`config.mk`:
```
export PLATFORM = sky130hd
export DESIGN_NAME = ipack_top
export DESIGN_NICKNAME = d
export VERILOG_FILES = /design/src/rtl/ipack_pkg.sv /design/src/rtl/ipack_fetch_in.sv /design/src/rtl/ipack_hw_buf.sv /design/src/rtl/ipack_len_decode.sv /design/src/rtl/ipack_retire.sv /design/src/rtl/ipack_top.sv
export SDC_FILE = /design/constraint.sdc
export NUM_CORES = 1
export LEC_CHECK = 0
export ABC_AREA = 0
export BUFFER_PORTS_ARGS = -buffer_cell sky130_fd_sc_hd__buf_2
export CORE_MARGIN = 10
export CORE_UTILIZATION = 51
export DETAILED_ROUTE_END_ITERATION = 12
export PLACE_DENSITY_LB_ADDON = 0.25
export RECOVER_POWER = 25
export SYNTH_ARGS = -nofsm -noshare
export SYNTH_HDL_FRONTEND = slang
export SYNTH_SLANG_ARGS = --single-unit
```
`constraint.sdc`:
```
create_clock -name forever_cpuclk -period 3.2 [get_ports forever_cpuclk]
set_input_delay 0.32 -clock forever_cpuclk [delete_from_list [all_inputs] [get_ports forever_cpuclk]]
set_output_delay 0.32 -clock forever_cpuclk [all_outputs]
set_load 0.03 [all_outputs]
```
`src/rtl/ipack_pkg.sv`:
```
// shared types for the packer; three entries fixed by the 16/32-bit length rules, no 48-bit parcels
package ipack_pkg;

  // --------------------------------------------------
  // parcel and length constants
  // --------------------------------------------------
  localparam int HW_W = 16;

  // entry0 carry, entry1 low half, entry2 high half
  localparam int ENTRY_CNT = 3;

  // low two bits of a parcel that start a 32-bit instruction
  localparam logic [1:0] LEN32_CODE = 2'b11;

  typedef logic [HW_W-1:0] halfword_t;

  // --------------------------------------------------
  // input side
  // --------------------------------------------------
  typedef struct packed {
    logic fe_flush;
    logic tar_pc;
    logic expt;
    logic chgflw;
    logic tail;
    logic tail_int;
  } flush_src_t;

  // word[1] is the high half, word[0] the low half
  typedef struct packed {
    logic           vld;
    logic           unalign;
    logic           acc_err;
    halfword_t [1:0] word;
  } fetch_req_t;

  // --------------------------------------------------
  // buffer state and classification
  // --------------------------------------------------
  typedef struct packed {
    logic      vld;
    logic      acc_err;
    halfword_t inst;
  } entry_t;

  typedef struct packed {
    logic h0_vld;
    logic h1_16;
    logic h1_32;
    logic h2_16;
    logic h2_32;
  } slot_class_t;

  // --------------------------------------------------
  // output side
  // --------------------------------------------------
  typedef struct packed {
    halfword_t   third;
    logic [31:0] first;
  } window_split_t;

  // halves[2] is always entry2, halves[0] the lowest parcel handed out
  typedef union packed {
    halfword_t [2:0] halves;
    window_split_t   split;
  } retire_window_u;

  // none of one/two/all set means a single 32-bit instruction
  typedef struct packed {
    logic           vld;
    logic           one;
    logic           two;
    logic           all;
    logic [2:0]     acc_err;
    retire_window_u window;
  } ibuf_req_t;

endpackage

```
`src/rtl/ipack_fetch_in.sv`:
```
// combinational front of the packer; a masked fetch is dropped outright, never held back
`timescale 1ns/1ns

module ipack_fetch_in (
  input  logic                   forever_cpuclk,
  input  logic                   rst_n,
  input  ipack_pkg::fetch_req_t  fetch,
  input  logic                   pcgen_chgflw,
  input  logic                   inst_mask,
  input  ipack_pkg::flush_src_t  flush_src,
  output ipack_pkg::fetch_req_t  fetch_q,
  output logic                   buf_flush
);

  // clock and reset only keep this stage in the same domain as the buffer;
  // everything below settles within the fetch cycle
  logic fetch_kill;

  // --------------------------------------------------
  // fetch qualification
  // --------------------------------------------------
  // pc generator redirect or vector mask kills this word
  assign fetch_kill = pcgen_chgflw | inst_mask;

  always_comb begin
    fetch_q     = fetch;
    fetch_q.vld = fetch.vld & ~fetch_kill;
  end

  // --------------------------------------------------
  // flush merge
  // --------------------------------------------------
  // any of the six sources empties all entries at the next edge
  assign buf_flush = flush_src.fe_flush
                   | flush_src.tar_pc
                   | flush_src.expt
                   | flush_src.chgflw
                   | flush_src.tail
                   | flush_src.tail_int;

endmodule

```
`src/rtl/ipack_hw_buf.sv`:
```
// three halfword entries; flush beats create beats retire, at most two fetch words in flight
`timescale 1ns/1ns

module ipack_hw_buf (
  input  logic                                         forever_cpuclk,
  input  logic                                         rst_n,
  input  ipack_pkg::fetch_req_t                        fetch_q,
  input  logic                                         buf_flush,
  input  logic                                         ibuf_stall,
  input  ipack_pkg::slot_class_t                       slot_class,
  output ipack_pkg::entry_t [ipack_pkg::ENTRY_CNT-1:0] entries
);

  // entry state
  logic [ipack_pkg::ENTRY_CNT-1:0]                vld_q;
  logic [ipack_pkg::ENTRY_CNT-1:0]                err_q;
  ipack_pkg::halfword_t [ipack_pkg::ENTRY_CNT-1:0] inst_q;

  // update controls
  logic [ipack_pkg::ENTRY_CNT-1:0]                create_en;
  logic [ipack_pkg::ENTRY_CNT-1:0]                retire_en;
  logic [ipack_pkg::ENTRY_CNT-1:0]                upd_err;
  ipack_pkg::halfword_t [ipack_pkg::ENTRY_CNT-1:0] upd_inst;
  logic                                           carry_32;

  // --------------------------------------------------
  // create conditions
  // --------------------------------------------------
  // high half of a 32-bit op moves down into entry0 when it cannot
  // be paired with anything this cycle
  assign carry_32 = ~vld_q[1]
                  | (~slot_class.h0_vld & slot_class.h1_16)
                  | (slot_class.h0_vld & vld_q[1]);

  assign create_en[0] = ~ibuf_stall & slot_class.h2_32 & carry_32;

  // unaligned fetch delivers only the high half
  assign create_en[1] = fetch_q.vld
                      & ~fetch_q.unalign
                      & ~((vld_q[1] | slot_class.h2_16) & ibuf_stall);

  assign create_en[2] = fetch_q.vld & ~(vld_q[2] & ibuf_stall);

  // --------------------------------------------------
  // retire conditions
  // --------------------------------------------------
  // entry0 leaves together with the entry1 half it completes
  assign retire_en[0] = ~ibuf_stall & vld_q[1];
  assign retire_en[1] = ~ibuf_stall;
  assign retire_en[2] = ~ibuf_stall;

  // --------------------------------------------------
  // new contents
  // --------------------------------------------------
  assign upd_inst[0] = inst_q[2];
  assign upd_err[0]  = err_q[2];
  assign upd_inst[1] = fetch_q.word[0];
  assign upd_err[1]  = fetch_q.acc_err;
  assign upd_inst[2] = fetch_q.word[1];
  assign upd_err[2]  = fetch_q.acc_err;

  // --------------------------------------------------
  // valid bits
  // --------------------------------------------------
  always_ff @(posedge forever_cpuclk) begin
    if (!rst_n) begin
      vld_q <= '0;
    end else if (buf_flush) begin
      vld_q <= '0;
    end else begin
      for (int i = 0; i < ipack_pkg::ENTRY_CNT; i++) begin
        if (create_en[i]) begin
          vld_q[i] <= 1'b1;
        end else if (retire_en[i]) begin
          vld_q[i] <= 1'b0;
        end
      end
    end
  end

  // payload, only meaningful while the matching valid is set
  always_ff @(posedge forever_cpuclk) begin
    for (int i = 0; i < ipack_pkg::ENTRY_CNT; i++) begin
      if (create_en[i]) begin
        inst_q[i] <= upd_inst[i];
        err_q[i]  <= upd_err[i];
      end
    end
  end

  always_comb begin
    for (int i = 0; i < ipack_pkg::ENTRY_CNT; i++) begin
      entries[i].vld     = vld_q[i];
      entries[i].acc_err = err_q[i];
      entries[i].inst    = inst_q[i];
    end
  end

endmodule

```
`src/rtl/ipack_len_decode.sv`:
```
// length classification only; parcels with low bits other than 2'b11 count as 16-bit
`timescale 1ns/1ns

module ipack_len_decode (
  input  ipack_pkg::entry_t [ipack_pkg::ENTRY_CNT-1:0] entries,
  output ipack_pkg::slot_class_t                       slot_class
);

  // one flag per entry, set when the parcel starts a 32-bit instruction
  logic [ipack_pkg::ENTRY_CNT-1:0] is_32;

  // --------------------------------------------------
  // per-parcel length rule
  // --------------------------------------------------
  always_comb begin
    for (int i = 0; i < ipack_pkg::ENTRY_CNT; i++) begin
      is_32[i] = (entries[i].inst[1:0] == ipack_pkg::LEN32_CODE);
    end
  end

  // --------------------------------------------------
  // class flags, qualified by entry valid
  // --------------------------------------------------
  // entry0 only ever holds the leading half of a straddling 32-bit op
  assign slot_class.h0_vld = entries[0].vld &  is_32[0];

  // current word, low half
  assign slot_class.h1_16  = entries[1].vld & ~is_32[1];
  assign slot_class.h1_32  = entries[1].vld &  is_32[1];

  // current word, high half
  assign slot_class.h2_16  = entries[2].vld & ~is_32[2];
  assign slot_class.h2_32  = entries[2].vld &  is_32[2];

endmodule

```
`src/rtl/ipack_retire.sv`:
```
// output side of the packer; all outputs combinational from entries, stall and raw fetch valid
`timescale 1ns/1ns

module ipack_retire (
  input  ipack_pkg::entry_t [ipack_pkg::ENTRY_CNT-1:0] entries,
  input  ipack_pkg::slot_class_t                       slot_class,
  input  logic                                         ibuf_stall,
  input  logic                                         fetch_vld,
  output ipack_pkg::ibuf_req_t                         ibuf_req,
  output logic                                         ibuf_empty,
  output logic                                         ibuf_full,
  output logic                                         pcgen_reissue
);

  logic                      e0_vld;
  logic                      e1_vld;
  logic                      h0_vld;
  logic                      retire_vld;
  ipack_pkg::retire_window_u window;

  assign e0_vld = entries[0].vld;
  assign e1_vld = entries[1].vld;
  assign h0_vld = slot_class.h0_vld;

  // --------------------------------------------------
  // instruction window
  // --------------------------------------------------
  always_comb begin
    window.halves[2] = entries[2].inst;
    if (e0_vld) begin
      window.split.first = {entries[1].inst, entries[0].inst};
    end else if (e1_vld) begin
      window.split.first = {entries[2].inst, entries[1].inst};
    end else begin
      // lone high half, repeated so the low parcel is always in place
      window.split.first = {entries[2].inst, entries[2].inst};
    end
  end

  // --------------------------------------------------
  // count code
  // --------------------------------------------------
  assign retire_vld = e1_vld | slot_class.h2_16;

  assign ibuf_req.vld = retire_vld & ~ibuf_stall;

  assign ibuf_req.two = (h0_vld | slot_class.h1_16) & slot_class.h2_16;

  assign ibuf_req.one = (~h0_vld & slot_class.h1_16 & ~slot_class.h2_16)
                      | (~e1_vld & slot_class.h2_16);

  // carried 32-bit op plus a trailing 16-bit parcel
  assign ibuf_req.all = h0_vld & e1_vld & slot_class.h2_16;

  assign ibuf_req.window = window;

  // --------------------------------------------------
  // access errors per retired parcel
  // --------------------------------------------------
  assign ibuf_req.acc_err[0] = (~h0_vld & e1_vld & entries[1].acc_err)
                             | (~e1_vld & slot_class.h2_16 & entries[2].acc_err)
                             | (h0_vld & e1_vld & entries[0].acc_err);

  assign ibuf_req.acc_err[1] = (~h0_vld & slot_class.h1_32 & entries[2].vld
                                & entries[2].acc_err)
                             | (~h0_vld & slot_class.h1_16 & slot_class.h2_16
                                & entries[2].acc_err)
                             | (h0_vld & e1_vld & entries[1].acc_err);

  assign ibuf_req.acc_err[2] = ibuf_req.all & entries[2].acc_err;

  // --------------------------------------------------
  // status and reissue
  // --------------------------------------------------
  assign ibuf_empty = ~entries[0].vld & ~entries[1].vld & ~entries[2].vld;
  assign ibuf_full  =  entries[0].vld &  entries[1].vld &  entries[2].vld;

  // raw fetch, before masking, so the pc generator replays it
  assign pcgen_reissue = ibuf_stall & fetch_vld;

endmodule

```
`src/rtl/ipack_top.sv`:
```
// packer top level; one-cycle fetch-to-window latency, no handshake beyond the stall level
`timescale 1ns/1ns

module ipack_top (
  input  logic                  forever_cpuclk,
  input  logic                  rst_n,
  input  ipack_pkg::fetch_req_t fetch,
  input  logic                  pcgen_chgflw,
  input  logic                  inst_mask,
  input  ipack_pkg::flush_src_t flush_src,
  input  logic                  ibuf_stall,
  output ipack_pkg::ibuf_req_t  ibuf_req,
  output logic                  ibuf_empty,
  output logic                  ibuf_full,
  output logic                  pcgen_reissue
);

  ipack_pkg::fetch_req_t                        fetch_q;
  logic                                         buf_flush;
  ipack_pkg::entry_t [ipack_pkg::ENTRY_CNT-1:0] entries;
  ipack_pkg::slot_class_t                       slot_class;

  // --------------------------------------------------
  // input qualification and flush merge
  // --------------------------------------------------
  ipack_fetch_in u_fetch_in (
    .forever_cpuclk (forever_cpuclk),
    .rst_n          (rst_n),
    .fetch          (fetch),
    .pcgen_chgflw   (pcgen_chgflw),
    .inst_mask      (inst_mask),
    .flush_src      (flush_src),
    .fetch_q        (fetch_q),
    .buf_flush      (buf_flush)
  );

  // --------------------------------------------------
  // length decode of the held parcels
  // --------------------------------------------------
  ipack_len_decode u_len_decode (
    .entries    (entries),
    .slot_class (slot_class)
  );

  // --------------------------------------------------
  // entry storage
  // --------------------------------------------------
  ipack_hw_buf u_hw_buf (
    .forever_cpuclk (forever_cpuclk),
    .rst_n          (rst_n),
    .fetch_q        (fetch_q),
    .buf_flush      (buf_flush),
    .ibuf_stall     (ibuf_stall),
    .slot_class     (slot_class),
    .entries        (entries)
  );

  // --------------------------------------------------
  // window, count and status toward the buffer
  // --------------------------------------------------
  // reissue looks at the fetch before masking
  ipack_retire u_retire (
    .entries       (entries),
    .slot_class    (slot_class),
    .ibuf_stall    (ibuf_stall),
    .fetch_vld     (fetch.vld),
    .ibuf_req      (ibuf_req),
    .ibuf_empty    (ibuf_empty),
    .ibuf_full     (ibuf_full),
    .pcgen_reissue (pcgen_reissue)
  );

endmodule
```
=== Word-level counts from Yosys, hierarchy flattened ===
Index checks and enable logic that the tools add are counted.

* Output and inout bits: 58
* Logic and storage cells: 88
* Bits in registers: 54

* Bitwise gates (word level): 65
* Muxes and demuxes: 7
* Reductions and logical operators: 2
* Eq/ne operators: 5

{| class="wikitable"
|+ Operators with widths
! cell !! count
|-
| bitwise AND 1 bit || 37
|-
| two-way mux 32 bit || 1
|-
| two-way mux 16 bit || 1
|-
| bitwise OR 1 bit || 15
|-
| NOT 1 bit || 13
|-
| equality test 2 bit, second input constant || 3
|-
| two-way mux 1 bit || 5
|-
| inequality test 2 x 1 -> 1 bit, second input constant || 2
|-
| nonzero test 2 bit || 1
|-
| OR reduction 2 bit || 1
|}

=== Depth between registers and ports, before layout ===
* Depth in word-level cells: 8
* Gate-level depth with buffers: 4
* Depth with buffers taken out: 3

=== By module ===
From an unflattened synthesis, not the netlist that was laid out.

* Cell total of the unflattened synthesis: 218
* Area total of the unflattened synthesis: 2,859.0 sq um

{| class="wikitable"
|+ By module, submodules not included
! module !! times used !! cells an instance !! seq. area each (sq um) !! area each (sq um)
|-
| ipack_hw_buf || 1 || 69 || 1,591.5 || 1,680.4
|-
| ipack_retire || 1 || 106 || 0.0 || 868.3
|-
| ipack_fetch_in || 1 || 38 || 0.0 || 276.5
|-
| ipack_len_decode || 1 || 5 || 0.0 || 33.8
|}

=== Worst setup path before layout ===
No wires, ideal clock.

* Kind: reg-to-reg
* Start: reg u_hw_buf.vld_q[0] in the netlist's numbering
* End: reg u_hw_buf.inst_q, in the netlist u_hw_buf.entries[0], enable pin
* Data required time: 2,797 ps
* Setup slack: 1,170 ps
* Period minus slack after synthesis: 2,030 ps
* Arrival: 1,627 ps
* Stages on the path, launching flop included: 4
* Buffers on the path: 1
* Path through: dfxtp_1 -> buf_2 -> nand3_2 -> a31oi_1

* Longest elaborated chain between the ends: 6

{| class="wikitable"
|+ RTL lines
! what !! line !! source
|-
| start, declared || ipack_hw_buf.sv:15 || <nowiki>logic [ipack_pkg::ENTRY_CNT-1:0] vld_q;</nowiki>
|-
| start signal, assigned || ipack_hw_buf.sv:67 || <nowiki>vld_q <= '0;</nowiki>
|-
| start signal, assigned || ipack_hw_buf.sv:69 || <nowiki>vld_q <= '0;</nowiki>
|-
| start signal, assigned by index || ipack_hw_buf.sv:73 || <nowiki>vld_q[i] <= 1'b1;</nowiki>
|-
| bitwise AND 1 bit (*) || ipack_len_decode.sv:25 || <nowiki>assign slot_class.h0_vld = entries[0].vld & is_32[0];</nowiki>
|-
| NOT 1 bit || ipack_hw_buf.sv:32 || <nowiki>| (~slot_class.h0_vld & slot_class.h1_16)</nowiki>
|-
| bitwise AND 1 bit || ipack_hw_buf.sv:32 ||
|-
| bitwise OR 1 bit || ipack_hw_buf.sv:32 ||
|-
| bitwise OR 1 bit (*) || ipack_hw_buf.sv:33 || <nowiki>| (slot_class.h0_vld & vld_q[1]);</nowiki>
|-
| bitwise AND 1 bit (*) || ipack_hw_buf.sv:35 || <nowiki>assign create_en[0] = ~ibuf_stall & slot_class.h2_32 & carry_32;</nowiki>
|-
| named net u_hw_buf.create_en (one bit) || ipack_hw_buf.sv:20 || <nowiki>logic [ipack_pkg::ENTRY_CNT-1:0] create_en;</nowiki>
|-
| end signal, assigned by index || ipack_hw_buf.sv:85 || <nowiki>inst_q[i] <= upd_inst[i];</nowiki>
|-
| end, declared || ipack_hw_buf.sv:17 || <nowiki>ipack_pkg::halfword_t [ipack_pkg::ENTRY_CNT-1:0] inst_q;</nowiki>
|}

The timed path passes the listed nets; every way through them passes the cells marked *.
A chain may end at the register's enable or synchronous reset.

==> impl_metrics.py <==
metrics = {
    "sta": {
        "setup-tns-final_ns": 0,
        "max_clock_freq_ghz": 0.430,
        "finalSetupViolations": 0,
        "max_slew.worst_pin.slew_ns": 0.841,
        "hold_viol": 0,
        "fin_crit_sh_pct": 72.7,
        "fin_skew_ns": 0.00671,
        "rsz0062_at_grt": "false",
        "final_max_slew_viol_count": 0,
        "maxSlewHeadroom_pct": 44.0,
        "min_period_ns": 2.33,
    },
    "route": {
        "drc": 0,
        "wl_per_cell_um": 16.4,
        "drt_iter0_markers": 83,
        "ant_nets": 0,
        "wl_mm": 5.59,
        "vias_per_cell": 4.95,
        "num_vias": 1688,
        "dr.pass1.iters": 4,
    },
    "worst_setup_path": {
        "end_kind": "output port",
        "crit_required_ns": 2.88,
        "slowest_stage": "dfxtp_1",
        "crit_start": "u_hw_buf.vld_q[1]$_SDFFE_PP0P_",
        "r2r-end": "u_hw_buf.entries[11]$_DFFE_PP_",
        "regToRegSetupSlack_ns": 1.27,
        "path_cells": "buf_4 -> mux2i_1 -> o21ai_0 -> buf_2",
        "cp-start-kind": "flop",
        "critPathKind": "flop to output port",
        "arrival_ns": 2.01,
        "crit_path_end": "ibuf_req[1]",
        "cpPeakStageDelay_ns": 0.86,
        "reg2reg_depth": 2,
        "reg2reg_from": "u_hw_buf.vld_q[1]$_SDFFE_PP0P_",
        "cp_max_fo": 16,
    },
    "run_status": {
        "outcome": "finished clean",
    },
    "run": {
        "drv_cap": 0,
    },
    "placed_design": {
        "gp_congestion": 0.778,
        "numPortBuffers": 103,
        "place_area_um2": 2970,
        "dp_hpwl_mm": 4.22,
    },
    "yosys": {
        "syn_nets": 230,
        "avgSynthCellArea_um2": 13.6,
        "synth-simple-area-share_pct": 7.67,
        "syn-cell-area_um2": 2500,
        "synth_top_cell_area_share_pct": 61.4,
        "synth-seq-cells": 54,
        "yosysWarnings": 0,
        "yosysTopAreaCell": "edfxtp_1",
        "synth.mux.area_fraction_pct": 14.4,
        "yosys.area_share.xor_xnor_pct": 0,
        "synthFlopType": "edfxtp_1",
        "synth_fa_ha_area_share_pct": 0,
        "synth_edf_count": 51,
        "synthArstFlopShare_pct": 0,
        "yosysMostFrequentCell": "edfxtp_1",
        "ys_seq_area_share_pct": 63.8,
        "synthTopCellsByCount": "edfxtp_1, nand2_1, buf_4, mux2i_1, o21ai_0",
        "synth_top_family_by_area": "multiplexers",
        "synth_compound_area_share_pct": 7.32,
        "netlist_instances": 184,
        "ys_top_cells_by_area": "edfxtp_1, mux2i_1, mux2_2, buf_4, nand2_1",
        "synth_cell_types": 32,
    },
    "power_and_ir_drop": {
        "power_density_nw_per_um2": 433,
        "leakage_nw": 1.16,
        "power.total_w": 0.00133,
        "sequentialPowerShare_pct": 60.4,
        "p_int_w": 0.000997,
        "p_switching_w": 0.000328,
        "ir_drop_uv": 390,
        "switching_share_pct": 24.8,
        "p_comb_share_pct": 11.0,
        "pwr-share-clk_pct": 28.6,
    },
    "floorplanning": {
        "die_area_um2": 8090,
        "pin_count": 104,
        "initial_core_util_pct": 52.8,
        "core_um2": 4720,
        "die_x_um": 90.0,
        "chipHeight_um": 90.0,
        "fp-row-count": 25,
    },
    "global_route": {
        "grt_first_pass_wirelength_mm": 8.78,
        "grt_util_all_layers_pct": 13.4,
        "globalRouteOverflowTotal": 0,
        "antenna_found_initial": 0,
        "grt_pass1_vias": 1778,
        "grt_start_max_net_pins": 53,
    },
    "clocking": {
        "clock_tree.root_cell": "clkbuf_8",
        "htreeDepth": 2,
        "cts_resized": 0,
        "post-cts-setup-buffer-count": 0,
        "hold_buffers": 0,
        "clkTransAtPathRegs_ns": 0.10,
        "cts.path.max_buffers": 2,
        "cts_buffers": 5,
        "cts_tree": "built",
        "cts.sinks": 54,
        "clk-insertion-delay-late_ns": 0.31,
    },
    "min_path": {
        "hp-class": "input port to flop",
    },
    "final_layout": {
        "antenna_cells": 0,
        "nets": 319,
        "fin_area_um2": 3060,
        "syn_to_final_growth_pct": 22.7,
        "fin_util_pct": 64.8,
        "layout-drive-gt1-share_pct": 51.1,
    },
}
## state kept, by name, indices dropped and copies added, names as in the netlist
register          cells
u_hw_buf.entries     48
u_hw_buf.err_q        3
u_hw_buf.vld_q        3
## worst min path at each step
stage / from / to / slack, ns / cells past startpoint
after floorplan: fetch[0] / u_hw_buf.entries[18]$_DFFE_PP_ / 0.42 / 0
after global placement: u_hw_buf.err_q[2]$_DFFE_PP_ / u_hw_buf.err_q[0]$_DFFE_PP_ / 0.47 / 0
after detailed placement: u_hw_buf.err_q[2]$_DFFE_PP_ / u_hw_buf.err_q[0]$_DFFE_PP_ / 0.47 / 0
after CTS: fetch[26] / u_hw_buf.entries[46]$_DFFE_PP_ / 0.17 / 1
after global routing: fetch[13] / u_hw_buf.entries[31]$_DFFE_PP_ / 0.16 / 1
final: fetch[13] / u_hw_buf.entries[31]$_DFFE_PP_ / 0.18 / 1
## per-stage QoR
step	hold slack, ns	worst slack [ns]	instances
6_report	0.176	0.874	341
3_3_place_gp	0.471	1.18	333
2_1_floorplan	0.419	1.17	184
4_1_cts	0.165	0.832	341
3_5_place_dp	0.472	1.16	333
5_1_grt	0.156	0.748	341
## worst max-delay path, delay by kind of cell (launching register included)
kind,cells,cell delay [ns]
flops,1,0.86
buf+inv,2,0.54
mux,1,0.20
compound gates,1,0.09
## per-layer routing
layer / track usage [%] / wire [um] / part of all wire (%) / up-vias
met5: 0 / 0 / 0 / -
met4: 5.31 / 92 / 1.6 / 0
met3: 6.07 / 501 / 9.0 / 11
met2: 22.8 / 2820 / 50 / 62
met1: 14.1 / 2180 / 39 / 772
li1: - / - / - / 843
## cells by family after synthesis
kind of cell | after synthesis
and+or+nand+nor | 40
muxes | 34
DFF | 54
buffers and inverters | 26
AOI/OAI and AO/OA | 30
## power by group through the flow
stage / sequential, W / combinational, W / clock [W]
floorplan: 0.000813 / 0.0000981 / 0
global placement: 0.000816 / 0.000146 / 0
detailed placement: 0.000817 / 0.000148 / 0
CTS: 0.000801 / 0.000148 / 0.000392
global route: 0.000803 / 0.000156 / 0.000417
finish: 0.000801 / 0.000146 / 0.000378
## layout by cell type (no fill, tap or decap), types with 2 or more instances in the layout
| cell type | instances |
|---|---|
| a21oi_2 | 2 |
| o22ai_1 | 2 |
| clkinvlp_4 | 2 |
| buf_4 | 4 |
| o21ai_0 | 17 |
| mux2i_1 | 18 |
| clkbuf_8 | 5 |
| mux2_2 | 16 |
| edfxtp_1 | 51 |
| nand2_1 | 23 |
| a21oi_1 | 2 |
| dfxtp_1 | 2 |
| nor3_1 | 2 |
| nor2_1 | 5 |
| buf_2 | 102 |
## final cells by class
class | count | area (um2)
Clock buffer | 5 | 68.8
Clock inverter | 3 | 23.8
Fill cell | 374 | 1660
Inverter | 1 | 3.75
Multi-Input combinational cell | 104 | 744
Sequential cell | 54 | 1590
Tap cell | 67 | 83.8
Timing Repair Buffer | 107 | 544
No activity file was read; power rests on OpenSTA's default activity.
